--- src/conv_settings.svh ---
`ifndef CONV_SETTINGS_SVH
`define CONV_SETTINGS_SVH

// feature map geometry
`define CONV_LANES   4
`define CONV_DEPTH   16
`define CONV_ADDR_W  4

// stages per run, stage index width
`define CONV_STAGES  3
`define CONV_STAGE_W 2

// arithmetic right shift after the dot product
`define CONV_SHIFT   2

// element, weight and accumulator widths
`define CONV_DATA_W  16
`define CONV_COEF_W  8
`define CONV_ACC_W   32

`endif

--- src/conv_pkg.sv ---
`default_nettype none

`include "conv_settings.svh"

package conv_pkg;

  // one feature element
  typedef logic signed [`CONV_DATA_W-1:0] elem_t;

  // lane 0 sits in the low bits
  typedef logic [`CONV_LANES*`CONV_DATA_W-1:0] vec_t;

  typedef logic [`CONV_ADDR_W-1:0] addr_t;
  typedef logic [`CONV_STAGE_W-1:0] stage_t;

  // single weight
  typedef logic signed [`CONV_COEF_W-1:0] coef_t;

  // entry (i, j) at index i*LANES + j, i is the output lane
  typedef logic [`CONV_LANES*`CONV_LANES*`CONV_COEF_W-1:0] wmat_t;

  typedef logic signed [`CONV_ACC_W-1:0] acc_t;

  // sequencer FSM
  typedef enum logic [2:0] {IDLE, LOAD_ACK, RUN, DRAIN, DONE} seq_state_t;

endpackage

`default_nettype wire

--- src/feature_ram.sv ---
`timescale 1ns/1ns
`default_nettype none

`include "conv_settings.svh"

module feature_ram import conv_pkg::*; (
  input  wire        clk,
  input  wire        we,
  input  wire addr_t waddr,
  input  wire vec_t  wdata,
  input  wire addr_t raddr,
  output vec_t       rdata
);

  vec_t mem [`CONV_DEPTH];

  // read before write on an address collision
  always_ff @(posedge clk) begin
    if (we) begin
      mem[waddr] <= wdata;
    end
    rdata <= mem[raddr];
  end

  // writes from load and write-back paths must carry a known address
  a_waddr_known: assert property (@(posedge clk) we |-> !$isunknown(waddr))
    else $error("feature_ram write with unknown address");

endmodule

`default_nettype wire

--- config.mk ---
export PLATFORM = sky130hd
export DESIGN_NAME = feature_ram
export DESIGN_NICKNAME = d
export VERILOG_FILES = /design/src/conv_pkg.sv /design/src/feature_ram.sv
export VERILOG_INCLUDE_DIRS = /design/src
export SDC_FILE = /design/constraint.sdc
export NUM_CORES = 1
export LEC_CHECK = 0
export ABC_AREA = 1
export BUFFER_PORTS_ARGS = -buffer_cell sky130_fd_sc_hd__buf_2
export CAP_MARGIN = 20
export CORE_UTILIZATION = 38
export CTS_CLUSTER_SIZE = 8
export DETAILED_ROUTE_END_ITERATION = 10
export GPL_ROUTABILITY_DRIVEN = 0
export SETUP_SLACK_MARGIN = 0.4
export SYNTH_ARGS = -nofsm -noshare
export SYNTH_HDL_FRONTEND = slang
export SYNTH_SLANG_ARGS = --single-unit
--- constraint.sdc ---
create_clock -name clk -period 7.22 [get_ports clk]
set_input_delay 1.083 -clock clk [delete_from_list [all_inputs] [get_ports clk]]
set_output_delay 1.083 -clock clk [all_outputs]
set_load 0.05 [all_outputs]
==> impl_metrics.toml <==
[cts]
insertion_delay_ps = 760
cts_setup_buffers = 0
cts_inserted_buffers = 154
clk_pin_slew_ps = 50
clock_sinks = 1088
cts_max_level = 4
clk_path_buf_depth = 3
cts_resized = 0
hold_buffers = 0
cts.root.buffer_cell = "clkbuf_16"
cts_tree = "built"

[sta]
hold_viol = 0
slew_viol_final = 0
setup_ws_ps = 3830
worstMarginPinSlew_ps = 1420
fin_crit_ps = 3390
rsz0062_at_grt = "no"
slew-limit-headroom_pct = 5.51
max_freq_mhz = 295
whs_ps = 626
skew_ps = 47.4
finalSetupViolations = 0
period_share_pct = 47.0
fin_tns_setup_ps = 0

[critical_path]
start_kind = "primary input"
path_max_fanout = 89
cp.arrival_ps = 3970
cp.required_ps = 7800
cp-end-kind = "flop"
worstSetupPathType = "in -> reg"

[grt]
track_usage_pct = 18.8
grt_pass1_wl_um = 171000
grt_max_degree = 230
overflow = 0
antenna_found_initial = 20
grt_pass1_vias = 28100

[place]
dp_hpwl_um = 52900
port_buffers = 137
dp_slack_ps = 3070

[cells_and_area]
seqCellArea_um2 = 32000
fill_cells = 10700
post-route-util_pct = 43.8
nNetsFinal = 4412
drive_gt1_share_pct = 8.39
multi_input_area_um2 = 9110
syn_to_final_growth_pct = 14.2

[synthesis]
synthFlopType = "edfxtp_1"
yosys-top-cells-area = "edfxtp_1 (68%), nand2_1 (11%), nand3_1 (8.5%), inv_1 (6.4%), dfxtp_1 (2.8%)"
avgSynthCellArea_um2 = 10.8
synth_top_area_share_pct = 67.9
ys_seq_area_share_pct = 70.7
synth_edf_count = 1024
syn_area_um2 = 45300
syn_inst = 4210
synth.most_common_cell = "nand2_1"
ys_warn_count = 0
synthesis.nets = 4284
yosysTopAreaCell = "edfxtp_1"
synth-seq-cells = 1088
async_flop_share_pct = 0
synth_common_cells = "nand2_1 (1349), edfxtp_1 (1024), inv_1 (771), nand3_1 (769), buf_2 (116)"
yosys.cell_types.count = 15

[pwr]
swShare_pct = 23.2
pwr-share-seq_pct = 48.2
p_leak_nw = 21.8
clkPwrFrac_pct = 45.5
irDropWorstVdd_mv = 0.191
power_density_nw_per_um2 = 286
internal-power_mw = 11.3
p_switching_mw = 3.43
combPwrFrac_pct = 6.3
power_mw = 14.8

[floorplan]
die_h_um = 347
rows = 126
core_area_um2 = 118000
start_util_pct = 38.4
die_area_um2 = 121000
die_w_um = 347
io_pins = 138

[route]
routedLengthMet1_um = 49200
wl_met2_um = 52900
drt-initial-drc-count = 2563
routed_via_density = 4.84
routed_wl_um = 113000
drc = 0
antenna_left = 0
drt_pass1_iterations = 5
wl_per_cell_um = 18.9
met3RoutedLength_um = 8500
highest_layer = "met5"
num_vias = 29000

[job]
drv_cap = 0

[worst_hold_path]
hold_path_class = "reg -> reg"

[status]
status = "finished, final reports clean"
critical path, cell delays in order:
cell and delay (ps):
buf_8 360, buf_4 790, buf_4 860, nand2_1 120, nand3_1 120, nand3_1 90, nand3_1 110, nand2_1 160
final timing paths:
check | cells past startpoint | from | slack, ps | endpoint
worst min register to register | 6 | mem[10][56]$_DFFE_PP_ | 630 | rdata[56]$_DFF_P_
worst max register to register | 6 | mem[9][32]$_DFFE_PP_ | 6060 | rdata[32]$_DFF_P_
worst min-delay path | 6 | mem[10][56]$_DFFE_PP_ | 630 | rdata[56]$_DFF_P_
worst max-delay path | 8 | raddr[0] | 3830 | rdata[0]$_DFF_P_
kinds of logic after synthesis:
family	after synthesis	synth area share, %
simple gates	2137	19.9
flops	1088	70.7
buf+inv	985	9.42
layout make-up:
cell class	count	share of cell area, %
Antenna cell	3	0.0145
Clock buffer	249	8.19
Clock inverter	15	0.576
Inverter	774	5.68
Multi-Input combinational cell	2137	17.6
Sequential cell	1088	62.0
Tap cell	1536	3.72
Timing Repair Buffer	183	2.24
placed cells by master (no fill, tap or decap), types with 3 or more instances in the layout:
| cell type | n |
|---|---|
| nor2_4 | 16 |
| diode_2 | 3 |
| clkbuf_1 | 94 |
| buf_12 | 3 |
| clkbuf_16 | 155 |
| nand3_1 | 769 |
| clkinv_16 | 4 |
| buf_2 | 133 |
| buf_4 | 41 |
| nand2_1 | 1349 |
| inv_16 | 5 |
| buf_16 | 3 |
| edfxtp_1 | 1024 |
| dfxtp_1 | 64 |
| inv_6 | 5 |
| inv_1 | 770 |
registers in the layout, summed over array words and instances, names as in the netlist:
register	count
mem	1024
rdata	64
layer usage:
layer | vias to the layer above | global-route usage, %
li1 | 13900 | -
met1 | 14000 | 25.2
met2 | 926 | 30.4
met3 | 197 | 4.28
met4 | 26 | 5.73
met5 | - | 0
per-stage QoR:
step | cells | cell area [um^2]
after floorplan | 4210 | 45300
after global placement | 5715 | 47100
after detailed placement | 5716 | 47100
after CTS | 5980 | 51600
after global routing | 5983 | 51700
final | 5985 | 51700
power groups by stage:
stage          Clock, mW  Combinational, mW  Sequential, mW
4_1_cts             6.85              0.932            7.12
6_report            6.72              0.926            7.12
5_1_grt             7.11               1.02            7.13
2_1_floorplan          0              0.475            7.38
3_5_place_dp           0              0.927            7.24
3_3_place_gp           0              0.918            7.24
No activity file was read; power rests on OpenSTA's default activity.
