`src/conv_settings.svh`:
```
`ifndef CONV_SETTINGS_SVH
`define CONV_SETTINGS_SVH

// feature map geometry
`define CONV_LANES   4
`define CONV_DEPTH   16
`define CONV_ADDR_W  4

// stages per run, stage index width
`define CONV_STAGES  3
`define CONV_STAGE_W 2

// arithmetic right shift after the dot product
`define CONV_SHIFT   2

// element, weight and accumulator widths
`define CONV_DATA_W  16
`define CONV_COEF_W  8
`define CONV_ACC_W   32

`endif

```
`src/conv_pkg.sv`:
```
`default_nettype none

`include "conv_settings.svh"

package conv_pkg;

  // one feature element
  typedef logic signed [`CONV_DATA_W-1:0] elem_t;

  // lane 0 sits in the low bits
  typedef logic [`CONV_LANES*`CONV_DATA_W-1:0] vec_t;

  typedef logic [`CONV_ADDR_W-1:0] addr_t;
  typedef logic [`CONV_STAGE_W-1:0] stage_t;

  // single weight
  typedef logic signed [`CONV_COEF_W-1:0] coef_t;

  // entry (i, j) at index i*LANES + j, i is the output lane
  typedef logic [`CONV_LANES*`CONV_LANES*`CONV_COEF_W-1:0] wmat_t;

  typedef logic signed [`CONV_ACC_W-1:0] acc_t;

  // sequencer FSM
  typedef enum logic [2:0] {IDLE, LOAD_ACK, RUN, DRAIN, DONE} seq_state_t;

endpackage

`default_nettype wire

```
`src/coef_rom.sv`:
```
`timescale 1ns/1ns
`default_nettype none

`include "conv_settings.svh"

module coef_rom import conv_pkg::*; (
  input  wire         clk,
  input  wire stage_t stage,
  output wmat_t       weights,
  output vec_t        bias
);

  localparam int L = `CONV_LANES;
  localparam int W = `CONV_DATA_W;
  localparam int C = `CONV_COEF_W;

  // weight rule: ((7s + 3i + 5j) mod 11) - 5
  function automatic wmat_t weights_of(int s);
    wmat_t w;
    w = '0;
    for (int i = 0; i < L; i++) begin
      for (int j = 0; j < L; j++) begin
        w[(i*L+j)*C +: C] = coef_t'(((7*s + 3*i + 5*j) % 11) - 5);
      end
    end
    return w;
  endfunction

  // bias rule: ((13s + 9i) mod 32) - 16
  function automatic vec_t bias_of(int s);
    vec_t b;
    b = '0;
    for (int i = 0; i < L; i++) begin
      b[i*W +: W] = elem_t'(((13*s + 9*i) % 32) - 16);
    end
    return b;
  endfunction

  // one cycle latency, same as the feature RAM read
  always_ff @(posedge clk) begin
    weights <= weights_of(int'(stage));
    bias    <= bias_of(int'(stage));
  end

endmodule

`default_nettype wire

```
`config.mk`:
```
export PLATFORM = sky130hd
export DESIGN_NAME = coef_rom
export DESIGN_NICKNAME = d
export VERILOG_FILES = /design/src/conv_pkg.sv /design/src/coef_rom.sv
export VERILOG_INCLUDE_DIRS = /design/src
export SDC_FILE = /design/constraint.sdc
export NUM_CORES = 1
export LEC_CHECK = 0
export ABC_AREA = 1
export BUFFER_PORTS_ARGS = -buffer_cell sky130_fd_sc_hd__buf_2
export CAP_MARGIN = 40
export CORE_MARGIN = 2
export CORE_UTILIZATION = 44
export CTS_CLUSTER_SIZE = 14
export DETAILED_ROUTE_END_ITERATION = 8
export PLACE_DENSITY = 0.79
export SYNTH_ARGS = -nofsm -noshare
export SYNTH_HDL_FRONTEND = slang
export SYNTH_SLANG_ARGS = --single-unit
```
`constraint.sdc`:
```
create_clock -name clk -period 2.8 [get_ports clk]
set_input_delay 0.28 -clock clk [delete_from_list [all_inputs] [get_ports clk]]
set_output_delay 0.28 -clock clk [all_outputs]
set_load 0.005 [all_outputs]
```
==> flow_summary.yaml <==
layout:
  multiInputGateArea_um2: 1140
  instances_no_fill: 552
  nFillCells: 701
  ff_latch_area_um2: 961
  drive_above_1_share_pct: 54.1
  synthToLayoutAreaGrowth_pct: 4.57
  diodes: 0
  final_nets: 481
synthesis:
  yosys_warnings: 0
  synth-seq-cells: 48
  ys_top_cells_by_area: "buf_4 32%, dfxtp_1 29%, ha_1 9.4%"
  async_flop_share_pct: 0
  synth_area_leader_cell: "buf_4"
  synth-simple-area-share_pct: 15.8
  synth_xor_area_share_pct: 4.98
  postSynthAreaPerCell_um2: 8.59
  synth_compound_area_share_pct: 3.45
  synthMuxAreaShare_pct: 0
  synth_top_area_share_pct: 32.4
  synth_top_family_by_area: "buffers and inverters"
  seq_area_frac_synth_pct: 28.8
  netlist_area_um2: 3340
  syn_inst: 389
  synthAdderAreaFrac_pct: 9.36
  synthDistinctLibCells: 34
  synth_edf_count: 0
  synth-main-ff-cell: "dfxtp_1"
flow_run:
  maxCapViolCount: 0
power:
  powerDensity_nw_per_um2: 494
  p_leak_nw: 1.96
  ir_drop_mv: 0.231
  total_power_w: 0.00173
global_route:
  grtUsageMet2_pct: 29.3
  grt_pass1_vias: 2091
  use_met1_pct: 17.6
  grt_max_degree: 29
  gr-total-overflow: 0
  grt.busiest_layer: "met2"
  grt_use_total_pct: 15.5
  met3_usage_pct: 3.32
  antenna_found_initial: 0
  grt_first_pass_wirelength_um: 10500
placement:
  hpwl_um: 5490
  dp_cells: 545
  port_buffers: 190
  place_congestion: 0.914
die:
  pin_count: 195
  die-area_um2: 8310
  core_um2: 7290
  dieWidth_um: 91.1
  die_y_um: 91.1
  start_util_pct: 45.8
  num_rows: 31
clock_tree:
  root_buffer: "clkbuf_8"
  cts_tree: "done"
  htree_num_levels: 2
  clock_path_buffers: 2
  cts.clk_slew.worst_paths_ns: 0.09
  cts.sinks: 48
  ctsHoldBuffers: 0
  postCtsSetupBuffers: 0
  cts_resized: 0
  cts_buffers: 5
timing:
  finalCritPeriodShare_pct: 88.9
  fin_tns_setup_ns: 0
  period_minus_slack_ns: 2.49
  setup_viol: 0
  rsz0062_at_grt: "no"
  slew-limit-headroom_pct: 57.3
  hold_slack_ns: 0.200
  finalHoldViolCount: 0
  fmax_mhz: 402
  tightest_slew_ns: 0.639
  drv_slew: 0
critical_path:
  end_kind: "register"
  worst-path-stages: 18
  crit_top_cell: "inv_1"
  worstSetupPathType: "primary input to register"
  cp_max_fo: 8
  crit_chain: "buf_2 > inv_1 > ha_1 > inv_1 > ha_1 > inv_1 > ha_1 > inv_1 > o21ai_1 > nand3_2 > nand2_2 > inv_2 > nand2_4 > nand3_1 > nand3_4 > nand2_1 > nand3b_1 > nand2_1"
  worstPathRequired_ns: 3.00
  crit_end: "weights[77]"
  crit_arrival_ns: 2.69
  crit_family: "adder cells"
  crit_path_max_incr_delay_ns: 0.30
  critPathBufInv: 6
  crit_slowest_cell: "ha_1"
  startpoint_type: "primary input"
  crit_start: "stage[0]"
route:
  routed_wl_um: 6850
  ant_nets: 0
  drt-wirelength-per-cell_um: 12.4
  drt_iter0_drc: 104
  via_per_inst: 4.30
  vias: 2375
  firstDrtPassIters: 4
  drc_errors: 0
hold_path:
  min_path_type: "primary input to register"
run_status:
  outcome: "finished clean"
==> worst min path at each step <==
stage | from | end | slack, ns | cells after the start
global route | stage[0] | bias[32] | 0.19 | 1
floorplan | stage[1] | bias[1] | 0.31 | 0
finish | stage[0] | bias[32] | 0.20 | 1
global placement | stage[0] | bias[32] | 0.49 | 1
detailed placement | stage[0] | bias[32] | 0.50 | 1
CTS | stage[0] | bias[32] | 0.19 | 1
==> power breakdown <==
group | internal [W] | leakage (nW) | total (W) | switching [W]
registers | 0.000761 | 0.404 | 0.000807 | 0.0000457
clock network | 0.000197 | 0.0473 | 0.000425 | 0.000227
logic | 0.000229 | 1.51 | 0.000495 | 0.000266
total | 0.00119 | 1.96 | 0.00173 | 0.000539
==> placed cells by master, fill, tap and decap left out, types with 5 or more instances in the layout <==
cell type | synthesis | final
buf_2 | 0 | 190
dfxtp_1 | 48 | 48
nand2_1 | 31 | 31
inv_1 | 29 | 29
ha_1 | 25 | 25
xor2_1 | 16 | 16
nor2_1 | 13 | 13
nand3_1 | 13 | 13
buf_4 | 144 | 11
inv_2 | 8 | 8
nand2_2 | 8 | 8
nand4_1 | 6 | 6
clkbuf_8 | 0 | 6
nand3_2 | 5 | 5
o21ai_0 | 5 | 5
==> through the flow <==
stage                     instance area (um^2)  utilization [%]  setup WS [ns]
after global routing                      3490             47.9          0.114
after CTS                                 3490             47.9          0.310
after floorplan                           3350                -          0.319
after detailed placement                  3400             46.7         0.0255
after global placement                    3400             46.7          0.159
final                                     3490             47.9          0.312
==> sequential cells by signal (all words and copies together) (netlist names) <==
name     cells
weights     35
bias        13
==> synth_stat cells, types with 3 or more instances <==
master   number
a21oi_1       4
buf_4       144
dfxtp_1      48
ha_1         25
inv_1        29
inv_2         8
nand2_1      31
nand2_2       8
nand2_4       4
nand3_1      13
nand3_2       5
nand4_1       6
nor2_1       13
nor2_2        4
o21ai_0       5
xnor2_1       3
xor2_1       16
==> final cells by class <==
type | count | area share [%]
inverter | 39 | 4.23
tap | 99 | 3.55
timing repair buffer | 201 | 29.6
sequential | 48 | 27.5
multi-input combinational | 158 | 32.5
clock inverter | 1 | 0.251
clock buffer | 6 | 2.36
==> layer usage <==
metal | vias to the layer above | routed length (um)
li1 | 1179 | -
met1 | 1085 | 2690
met3 | 10 | 435
met5 | - | 0
met2 | 101 | 3630
met4 | 0 | 91
==> cell families (layout without fill, tap and decap cells) <==
kind of cell    Yosys count  count (layout)
compound gates           17              17
xor+xnor                 19              19
fa+ha+maj                25              25
buf+inv                 186             247
flops                    48              48
other cells               1               4
simple gates             93              93
No activity file was read; power rests on OpenSTA's default activity.
