--- src/conv_settings.svh ---
`ifndef CONV_SETTINGS_SVH
`define CONV_SETTINGS_SVH

// feature map geometry
`define CONV_LANES   4
`define CONV_DEPTH   16
`define CONV_ADDR_W  4

// stages per run, stage index width
`define CONV_STAGES  3
`define CONV_STAGE_W 2

// arithmetic right shift after the dot product
`define CONV_SHIFT   2

// element, weight and accumulator widths
`define CONV_DATA_W  16
`define CONV_COEF_W  8
`define CONV_ACC_W   32

`endif

--- src/conv_pkg.sv ---
`default_nettype none

`include "conv_settings.svh"

package conv_pkg;

  // one feature element
  typedef logic signed [`CONV_DATA_W-1:0] elem_t;

  // lane 0 sits in the low bits
  typedef logic [`CONV_LANES*`CONV_DATA_W-1:0] vec_t;

  typedef logic [`CONV_ADDR_W-1:0] addr_t;
  typedef logic [`CONV_STAGE_W-1:0] stage_t;

  // single weight
  typedef logic signed [`CONV_COEF_W-1:0] coef_t;

  // entry (i, j) at index i*LANES + j, i is the output lane
  typedef logic [`CONV_LANES*`CONV_LANES*`CONV_COEF_W-1:0] wmat_t;

  typedef logic signed [`CONV_ACC_W-1:0] acc_t;

  // sequencer FSM
  typedef enum logic [2:0] {IDLE, LOAD_ACK, RUN, DRAIN, DONE} seq_state_t;

endpackage

`default_nettype wire

--- src/layer_sequencer.sv ---
`timescale 1ns/1ns
`default_nettype none

`include "conv_settings.svh"

module layer_sequencer import conv_pkg::*; (
  input  wire        clk,
  input  wire        reset,
  input  wire        ld_req,
  input  wire addr_t ld_addr,
  input  wire        start_req,
  output logic       ld_ack,
  output logic       start_ack,
  output stage_t     stage,
  output addr_t      rd_pos,
  output logic       rd_bank_b,
  output logic       issue,
  output addr_t      wr_pos,
  output logic       wr_en_a,
  output logic       wr_en_b,
  output logic       ld_we,
  output logic       last_stage
);

  localparam addr_t  LAST_POS   = addr_t'(`CONV_DEPTH - 1);
  localparam stage_t LAST_STAGE = stage_t'(`CONV_STAGES - 1);
  // three datapath registers behind the read address
  localparam logic [1:0] DRAIN_LAST = 2'd2;

  seq_state_t state;
  stage_t     stage_q;
  addr_t      pos_q;
  logic [1:0] drain_cnt;

  // write-back pipeline, index = cycles after issue
  logic [1:3] iss_p;
  logic [1:3] rdb_p;
  addr_t      pos_p [1:3];
  logic       last_p1;

  always_ff @(posedge clk) begin
    if (reset) begin
      state     <= IDLE;
      stage_q   <= '0;
      pos_q     <= '0;
      drain_cnt <= '0;
    end else begin
      case (state)
        IDLE: begin
          // a start request wins over a load
          if (start_req) begin
            state   <= RUN;
            stage_q <= '0;
            pos_q   <= '0;
          end else if (ld_req) begin
            state <= LOAD_ACK;
          end
        end
        LOAD_ACK: begin
          if (!ld_req) begin
            state <= IDLE;
          end
        end
        RUN: begin
          pos_q <= pos_q + 1'b1;
          if (pos_q == LAST_POS) begin
            state     <= DRAIN;
            drain_cnt <= '0;
          end
        end
        DRAIN: begin
          drain_cnt <= drain_cnt + 1'b1;
          if (drain_cnt == DRAIN_LAST) begin
            pos_q <= '0;
            if (stage_q == LAST_STAGE) begin
              state <= DONE;
            end else begin
              stage_q <= stage_q + 1'b1;
              state   <= RUN;
            end
          end
        end
        DONE: begin
          if (!start_req) begin
            state <= IDLE;
          end
        end
        default: begin
          state <= IDLE;
        end
      endcase
    end
  end

  always_ff @(posedge clk) begin
    if (reset) begin
      iss_p <= '0;
    end else begin
      iss_p <= {state == RUN, iss_p[1:2]};
    end
  end

  // even stages read bank A, odd stages read bank B
  always_ff @(posedge clk) begin
    pos_p[1] <= pos_q;
    pos_p[2] <= pos_p[1];
    pos_p[3] <= pos_p[2];
    rdb_p    <= {stage_q[0], rdb_p[1:2]};
    last_p1  <= (stage_q == LAST_STAGE);
  end

  assign ld_ack    = (state == LOAD_ACK);
  assign start_ack = (state == DONE);
  assign ld_we     = (state == IDLE) && ld_req && !start_req;

  assign stage      = stage_q;
  assign rd_pos     = pos_q;
  // aligned with the registered RAM and ROM outputs
  assign issue      = iss_p[1];
  assign rd_bank_b  = rdb_p[1];
  assign last_stage = last_p1;

  // results go to the bank that was not read
  assign wr_en_a = iss_p[3] && rdb_p[3];
  assign wr_en_b = iss_p[3] && !rdb_p[3];
  assign wr_pos  = ld_we ? ld_addr : pos_p[3];

  a_ack_needs_req: assert property (@(posedge clk) disable iff (reset)
    $rose(start_ack) |-> start_req)
    else $error("start_ack rose without start_req");

  // write-back and load share wr_pos, so at most one writer per cycle
  a_one_bank_write: assert property (@(posedge clk) disable iff (reset)
    $onehot0({wr_en_a, wr_en_b, ld_we}))
    else $error("more than one write source active in one cycle");

  a_no_load_in_run: assert property (@(posedge clk) disable iff (reset)
    (state inside {RUN, DRAIN}) |-> !$rose(ld_req))
    else $error("load request while a run is active");

endmodule

`default_nettype wire

--- config.mk ---
export PLATFORM = sky130hd
export DESIGN_NAME = layer_sequencer
export DESIGN_NICKNAME = d
export VERILOG_FILES = /design/src/conv_pkg.sv /design/src/layer_sequencer.sv
export VERILOG_INCLUDE_DIRS = /design/src
export SDC_FILE = /design/constraint.sdc
export NUM_CORES = 1
export LEC_CHECK = 0
export BUFFER_PORTS_ARGS = -buffer_cell sky130_fd_sc_hd__buf_4
export CORE_ASPECT_RATIO = 1.75
export CORE_MARGIN = 4
export CORE_UTILIZATION = 45
export CTS_BUF_LIST = sky130_fd_sc_hd__clkbuf_16
export CTS_CLUSTER_DIAMETER = 150
export DETAILED_ROUTE_END_ITERATION = 7
export PLACE_DENSITY = 0.69
export SYNTH_ARGS = -nofsm -noshare
export SYNTH_HDL_FRONTEND = slang
export SYNTH_SLANG_ARGS = --single-unit
export TNS_END_PERCENT = 1
--- constraint.sdc ---
create_clock -name clk -period 3.4 [get_ports clk]
set_input_delay 0.51 -clock clk [delete_from_list [all_inputs] [get_ports clk]]
set_output_delay 0.51 -clock clk [all_outputs]
set_load 0.05 [all_outputs]
==> results of run 1 <==
## critical path, cell delays in order, from the launching register on
cell and delay [ps]:
dfxtp_1 640, nor3_1 150, nand3b_1 220, mux2_2 360
buf_4 190
## power by group
part	internal, µW	total, µW	switching (µW)
Clock	337	475	138
Sequential	372	394	22.7
Combinational	55.4	136	80.6
## placed cells by master, fill, tap and decap left out, drive strengths merged
cell     synthesis  final
nor3             2      2
nand3b           2      2
mux2             5      5
o21ba            1      1
o21ai            3      3
and2             1      1
nor3b            2      2
mux2i            3      3
dfxtp           30     30
o211ai           1      1
a32oi            1      1
o21bai           1      1
o2111ai          1      1
and3             1      1
nand3            1      1
or2              1      1
a22o             2      2
nand2            3      3
clkinv           0      1
inv              6      6
nor2            10     10
nor4b            1      1
nand4b           1      1
clkbuf           1      5
xnor2            1      1
or3b             2      2
nor2b            4      4
buf              3     25
ha               3      3
a21oi            7      7
bufinv           0      1
nand2b           1      1
## how the worst max path moves through the flow
stage / startpoint / to / slack, ps / cells after the start
finish: state[0] / wr_pos[2] / 1050 / 4
global route: state[0] / wr_pos[1] / 880 / 4
CTS: state[0] / wr_pos[3] / 1040 / 4
detailed placement: start_req / wr_pos[3] / 1310 / 5
global placement: start_req / wr_pos[2] / 1330 / 5
floorplan: state[2] / state[0] / 1070 / 5
## cells by family after synthesis
family / Yosys count / synth area share [%]
adders and majority gates: 3 / 3.379
DFF: 30 / 54.05
buffers and inverters: 10 / 4.841
AOI/OAI and AO/OA: 17 / 10.92
xor gates and xnor gates: 1 / 0.7884
muxes: 8 / 7.770
and+or+nand+nor: 32 / 18.24
## state kept, by name (all words and copies together) (netlist names)
signal / flops
pos_p: 12
rd_pos: 4
drain_cnt: 2
state: 3
stage: 2
last_stage: 1
iss_p: 3
rdb_p: 3
## routing by layer
layer	vias to the layer above	track usage, %	part of all wire, %
met3	8	5.637	5.8
met2	18	22.71	53
met1	370	15.15	39
met5	-	0	0
met4	0	11.40	2.7
li1	401	-	-
## area by class of cell
type	count	area [µm²]	area share, %
repair buffers	25	187.7	12.88
multi-input cells	61	456.7	31.33
flip-flops and latches	30	600.6	41.20
well taps	25	31.28	2.146
clock inverters	2	33.78	2.318
clock buffers	5	125.1	8.584
inverters	6	22.52	1.545
## stage by stage
stage                     instance area (µm²)  total power, µW  setup WS [ps]  hold slack (ps)  std cells
after floorplan                          1111            507.5           1070            309.6        101
after global placement                   1299            533.6           1332            310.0        147
after detailed placement                 1299            537.7           1311            316.1        147
after CTS                                1458             1018           1039            326.6        154
after global routing                     1458             1045          879.9            329.3        154
final                                    1458             1005           1051            324.4        154
==> impl_metrics.env, run 1 <==
export IMPL_status="completed"
export IMPL_cp_required_ps=2890
export IMPL_fmax_mhz=425.7
export IMPL_fin_crit_sh_pct=69.08
export IMPL_synth_nets=112
export IMPL_grt_max_degree=16
export IMPL_synthTopCellsByCount="dfxtp_1 (30), nor2_1 (10), a21oi_1 (6), inv_1 (6), mux2_2 (5)"
export IMPL_gp_congestion=0.7730
export IMPL_dr_pass1_iters=4
export IMPL_core_area_mm2=0.002331
export IMPL_reg2regPathDepth=4
export IMPL_die_height_um=73.73
export IMPL_numCtsBuffers=5
export IMPL_hold_depth=0
export IMPL_post_route_min_period_ps=2349
export IMPL_cts_root_buffer="clkbuf_16"
export IMPL_overflow=0
export IMPL_final_hold_violation_count=0
export IMPL_netlist_instances=101
export IMPL_drc=0
export IMPL_cts_hold_buf=0
export IMPL_post_cts_setup_buffer_count=0
export IMPL_drt_iter0_markers=12
export IMPL_worst_pin_slew_ps=523.8
export IMPL_synth_flop_cell="dfxtp_1"
export IMPL_ys_warn_count=0
export IMPL_min_delay_start="pos_p[0][8]"
export IMPL_syn_area_mm2=0.001111
export IMPL_clock_path_buffers=2
export IMPL_cts_sinks=30
export IMPL_synth_top_cell_by_area="dfxtp_1"
export IMPL_row_count=23
export IMPL_critPathMaxFanout=15
export IMPL_cp_arrival_ps=1840
export IMPL_p_per_area_mw_per_mm2=689.3
export IMPL_rsz0062_at_grt="no"
export IMPL_layout_drive_gt1_share_pct=31.78
export IMPL_fillCellCount=188
export IMPL_finalSetupViolations=0
export IMPL_wl_per_cell_um=13.16
export IMPL_r2r_start="state[1]"
export IMPL_htree_levels=2
export IMPL_design_die_area_mm2=0.003359
export IMPL_seq_area_frac_synth_pct=54.05
export IMPL_r2r_setup_slack_ps=1820
export IMPL_ctsResizeCount=0
export IMPL_synth_ff_latch_count=30
export IMPL_die_x_um=45.56
export IMPL_cp_end_kind="output pin"
export IMPL_slew_violations=0
export IMPL_hold_class="register to register"
export IMPL_place_hpwl_um=1442
export IMPL_synth_top_area_share_pct=54.05
export IMPL_cp_start_kind="register"
export IMPL_reg2reg_to="state[0]"
export IMPL_ant_nets=0
export IMPL_insertion_delay_ps=270
export IMPL_dr_total_vias=797
export IMPL_antenna_found_initial=0
export IMPL_viasPerCell=5.175
export IMPL_ios=26
export IMPL_fin_util_pct=62.53
export IMPL_port_buffers=25
export IMPL_leakage_uw=0.0006477
export IMPL_cap_violations=0
export IMPL_fin_setup_tns_ps=0
export IMPL_nets=140
export IMPL_clock_skew_ps=3.860
export IMPL_start_util_pct=47.67
export IMPL_synthTopCellsByArea="dfxtp_1 (54%), mux2_2 (5.1%), ha_1 (3.4%)"
export IMPL_synth_cell_type_count=33
export IMPL_grt_pass1_vias=769
export IMPL_cts_tree="yes"
export IMPL_diodes=0
export IMPL_clkTransAtPathRegs_ps=50
export IMPL_synthArstFlopShare_pct=0
export IMPL_criticalPathCategory="register to output pin"
export IMPL_grt_use_total_pct=14.66
export IMPL_slew_headroom_pct=65.03
export IMPL_synth_most_common_cell="dfxtp_1"
export IMPL_drt_wl_total_um=2027
export IMPL_synth_edf_count=0
export IMPL_syn_to_final_growth_pct=31.19
export IMPL_postSynthAreaPerCell_um2=11.00
export IMPL_ir_worst_vdd_mv=0.4483
export IMPL_holdPathEnd="pos_p[0][12]"
export IMPL_grt_pass1_wl_um=3463
(Power assumes the default switching activity.)
==> run 2: changes to the inputs <==
PLACE_DENSITY = 0.71   (was 0.69)
clock period = 2.1 ns   (was 3.4 ns; I/O delays follow)
==> run 2 against run 1 <==
Clock-buffer cell count unchanged; clock skew up 0.76 ps; sequential power up 59%; final cell count up 1.9%; register-to-register slack worse by 1300 ps; wire length down 1.7%; die area unchanged; cell area up 0.60%; hold slack worse by 13 ps; flip-flop and latch count unchanged; combinational power up 79%; via count up 0.38%; critical endpoint is now wr_pos[1]; largest cell class unchanged; largest power group unchanged.
==> impl_metrics.env, run 2 (same netlist as run 1, synthesis figures left out) <==
export IMPL_drt_wl_total_um=1992
export IMPL_place_hpwl_um=1435
export IMPL_dr_pass1_iters=4
export IMPL_overflow=0
export IMPL_layout_commonest_cell="dfxtp_1"
export IMPL_post_route_min_period_ps=1902
export IMPL_largest_reg_flops=12
export IMPL_criticalPathCategory="register to output pin"
export IMPL_startpoint="state[1]"
export IMPL_numCtsBuffers=5
export IMPL_final_hold_violation_count=0
export IMPL_r2r_start="rd_pos[0]"
export IMPL_row_count=23
export IMPL_drc=0
export IMPL_antenna_found_initial=0
export IMPL_rsz0062_at_grt="no"
export IMPL_clkTransAtPathRegs_ps=50
export IMPL_drt_iter0_markers=20
export IMPL_fin_area_mm2=0.001466
export IMPL_cp_required_ps=1780
export IMPL_diodes=0
export IMPL_clock_skew_ps=4.617
export IMPL_insertion_delay_ps=270
export IMPL_r2r_setup_slack_ps=570
export IMPL_cts_sinks=30
export IMPL_ir_worst_vdd_mv=0.7647
export IMPL_p_per_area_mw_per_mm2=1047
export IMPL_cp_end_kind="output pin"
export IMPL_cts_hold_buf=0
export IMPL_clkPwrFrac_pct=43.4
export IMPL_ctsResizeCount=0
export IMPL_p_sw_share_pct=26.52
export IMPL_die_x_um=45.56
export IMPL_most_common_layout_cells="dfxtp_1 (29), buf_4 (27), nor2_1 (10)"
export IMPL_fmax_mhz=525.8
export IMPL_dr_total_vias=800
export IMPL_wl_per_cell_um=12.69
export IMPL_place_inst=149
export IMPL_cts_tree="yes"
export IMPL_core_area_mm2=0.002331
export IMPL_start_util_pct=47.67
export IMPL_ios=26
export IMPL_syn_to_final_growth_pct=31.98
export IMPL_fillCellCount=190
export IMPL_htree_levels=2
export IMPL_largest_register="pos_p"
export IMPL_cap_violations=0
export IMPL_setup_worst_path_end="wr_pos[1]"
export IMPL_post_cts_setup_buffer_count=0
export IMPL_critPathMaxFanout=12
export IMPL_fin_setup_tns_ps=0
export IMPL_regArea_um2=601.8
export IMPL_pwr_share_comb_pct=15.9
export IMPL_slew_headroom_pct=76.45
export IMPL_finalSetupViolations=0
export IMPL_cp_arrival_ps=1590
export IMPL_clock_path_buffers=2
export IMPL_viasPerCell=5.096
export IMPL_cp_start_kind="register"
export IMPL_design_die_area_mm2=0.003359
export IMPL_p_int_uw=1128
export IMPL_layout_drive_gt1_share_pct=35.61
export IMPL_hold_class="primary input to register"
export IMPL_cts_root_buffer="clkbuf_16"
export IMPL_multiInputGateArea_um2=466.7
export IMPL_nets=142
export IMPL_leakage_uw=0.0006536
export IMPL_fin_cells=157
export IMPL_status="completed"
export IMPL_reg2reg_to="state[0]"
export IMPL_port_buffers=25
export IMPL_slew_violations=0
export IMPL_grt_max_degree=15
export IMPL_grt_pass1_vias=750
export IMPL_ant_nets=0
export IMPL_placed_area_mm2=0.001319
export IMPL_grt_pass1_wl_um=3243
export IMPL_reg2regPathDepth=5
export IMPL_seq_power_share_pct=40.7
export IMPL_fin_crit_sh_pct=90.57
export IMPL_die_height_um=73.73
export IMPL_p_switching_uw=407.2
export IMPL_grt_use_total_pct=13.92
export IMPL_worst_pin_slew_ps=351.8
export IMPL_gp_congestion=0.7295
## run 2: changes by cell type in the layout (fill, tap and decap cells not counted), sizes merged
cell      before  now
bufinv         1    0
buf           25   27
clkinv         1    2
clkinvlp       0    1
## run 2: worst min path at each step
stage                      from            to  cells after the start
CTS                       reset      state[2]                      2
detailed placement  pos_p[0][5]   pos_p[0][9]                      0
global route              reset      state[2]                      2
floorplan           pos_p[0][6]  pos_p[0][10]                      0
global placement    pos_p[0][5]   pos_p[0][9]                      0
finish                    reset      state[2]                      2
## run 2: critical path, cell delays in order, from the launching register on
cell and delay (ps):
dfxtp_2 380, nor3_2 210, nand3b_1 210, mux2_2 320, buf_4 190
## run 2: area by class of cell
class | instances | share of cell area [%]
flip-flops and latches | 30 | 41.04
repair buffers | 27 | 13.82
clock inverters | 3 | 1.109
multi-input cells | 61 | 31.83
well taps | 25 | 2.133
inverters | 6 | 1.536
clock buffers | 5 | 8.532
## run 2: power groups by stage
stage	logic [µW]	registers, µW	clock network, µW
finish	244	625	667
global route	261	629	715
CTS	246	623	688
detailed placement	244	634	0
global placement	242	632	0
floorplan	169	654	0
## run 2: per-layer routing
metal,global-route usage (%),vias up,wire length [µm]
met1,14.48,365,720
met2,20.37,23,1027
li1,-,404,-
met3,6.618,8,158
met5,0,-,0
met4,11.40,0,86
## run 2: metrics by stage
stage | power [µW] | worst slack [ps] | hold slack, ps | utilization, %
4_1_cts | 1556 | 15.51 | 309.7 | 62.64
3_3_place_gp | 873.5 | 356.5 | 310.2 | 56.58
6_report | 1535 | 198.0 | 311.2 | 62.91
3_5_place_dp | 878.7 | 307.6 | 313.6 | 56.58
2_1_floorplan | 822.8 | 40.56 | 309.6 | -
5_1_grt | 1604 | 114.7 | 324.5 | 62.91
==> run 3: changes to the inputs <==
CORE_UTILIZATION = 40   (was 45)
PLACE_DENSITY = default   (was 0.71)
==> run 3 against run 2 <==
Via count increased by 0.13%; power decreased by 0.32%; clock skew about the same; flip-flop and latch count unchanged; maximum frequency increased by 0.79%; clock power decreased by 1%; first-iteration DRC count decreased by 55%; cell area increased by 0.26%; combinational power increased by 5%; critical endpoint is now wr_pos[0].
==> impl_metrics.env, run 3 (same netlist as run 1, synthesis figures left out) <==
export IMPL_status="completed"
export IMPL_largest_reg_flops=12
export IMPL_drc=0
export IMPL_ios=26
export IMPL_drt_wl_total_um=1959
export IMPL_dp_slack_ps=375.0
export IMPL_place_hpwl_um=1433
export IMPL_r2r_start="rd_pos[0]"
export IMPL_cp_start_kind="register"
export IMPL_slew_violations=0
export IMPL_diodes=0
export IMPL_post_route_min_period_ps=1887
export IMPL_ctsResizeCount=0
export IMPL_clock_path_buffers=2
export IMPL_start_util_pct=41.30
export IMPL_hold_depth=2
export IMPL_fin_crit_sh_pct=89.87
export IMPL_cp_required_ps=1780
export IMPL_ir_worst_vdd_mv=0.7068
export IMPL_port_buffers=25
export IMPL_largest_register="pos_p"
export IMPL_fmax_mhz=529.9
export IMPL_clkTransAtPathRegs_ps=50
export IMPL_grt_pass1_wl_um=3201
export IMPL_slew_headroom_pct=73.24
export IMPL_overflow=0
export IMPL_layout_drive_gt1_share_pct=34.59
export IMPL_die_height_um=77.72
export IMPL_clock_skew_ps=4.948
export IMPL_grt_use_total_pct=12.33
export IMPL_hold_class="primary input to register"
export IMPL_cts_root_buffer="clkbuf_16"
export IMPL_ant_nets=0
export IMPL_post_cts_setup_buffer_count=0
export IMPL_layout_commonest_cell="dfxtp_1"
export IMPL_wl_per_cell_um=12.24
export IMPL_fin_util_pct=54.65
export IMPL_die_x_um=47.84
export IMPL_cts_sinks=30
export IMPL_reg2regPathDepth=5
export IMPL_nets=143
export IMPL_final_hold_violation_count=0
export IMPL_cts_tree="yes"
export IMPL_core_area_mm2=0.002690
export IMPL_row_count=25
export IMPL_htree_levels=2
export IMPL_syn_to_final_growth_pct=32.32
export IMPL_p_per_area_mw_per_mm2=1041
export IMPL_fin_area_mm2=0.001470
export IMPL_critPathMaxFanout=5
export IMPL_dr_pass1_iters=4
export IMPL_cp_arrival_ps=1570
export IMPL_placed_area_mm2=0.001329
export IMPL_worst_pin_slew_ps=399.7
export IMPL_viasPerCell=5.006
export IMPL_min_delay_start="reset"
export IMPL_insertion_delay_ps=270
export IMPL_reg2reg_to="state[0]"
export IMPL_setup_ws_ps=212.8
export IMPL_rsz0062_at_grt="no"
export IMPL_numCtsBuffers=5
export IMPL_grt_max_degree=15
export IMPL_cts_hold_buf=0
export IMPL_holdPathEnd="state[2]"
export IMPL_design_die_area_mm2=0.003718
export IMPL_fin_setup_tns_ps=0
export IMPL_leakage_uw=0.0006564
export IMPL_grt_pass1_vias=740
export IMPL_cap_violations=0
export IMPL_r2r_setup_slack_ps=590
export IMPL_dr_total_vias=801
export IMPL_criticalPathCategory="register to output pin"
export IMPL_gp_congestion=0.7586
export IMPL_cp_end_kind="output pin"
export IMPL_antenna_found_initial=0
export IMPL_most_common_layout_cells="dfxtp_1 (30), buf_4 (28), nor2_1 (10)"
export IMPL_finalSetupViolations=0
export IMPL_drt_iter0_markers=9
## run 3: cell count changes in the layout (fill, tap and decap cells not counted), sizes merged
| cell | before | now |
|---|---|---|
| buf | 27 | 28 |
## run 3: layout make-up
class	count	area (µm²)
Clock buffer	5	125.1
Clock inverter	3	16.27
Fill cell	252	1220
Inverter	6	22.52
Multi-Input combinational cell	61	461.7
Sequential cell	30	600.6
Tap cell	27	33.78
Timing Repair Buffer	28	210.2
## run 3: metal layers
metal	wire, µm	global-route usage, %
met1	730	12.55
met2	1020	18.97
met3	135	4.872
met4	72	8.895
met5	0	0
## run 3: critical path, cell delays in order (launching register included)
cell and delay, ps:
dfxtp_1 310, nor3_1 250, nand3b_1 230, mux2_2 330, buf_4 190
## run 3: worst max path at each step
stage | start | to | slack (ps)
after floorplan | state[0] | ld_ack | 40
after global placement | start_req | wr_pos[1] | 410
after detailed placement | start_req | wr_pos[0] | 370
after CTS | state[0] | wr_pos[0] | 170
after global routing | state[1] | wr_pos[0] | 40
final | state[0] | wr_pos[0] | 210
## run 3: through the flow
| step | hold WS [ps] | cells | power [µW] |
|---|---|---|---|
| after floorplan | 309.6 | 101 | 822.8 |
| after global placement | 309.7 | 152 | 877.6 |
| after detailed placement | 312.1 | 152 | 882.7 |
| after CTS | 319.2 | 160 | 1553 |
| after global routing | 326.3 | 160 | 1599 |
| final | 320.2 | 160 | 1530 |
## run 3: report_power, final
part,switching (µW),internal (µW),total [µW]
combinational,156,98.2,255
clock,230,430,660
sequential,14.2,601,615
total,401,1130,1530
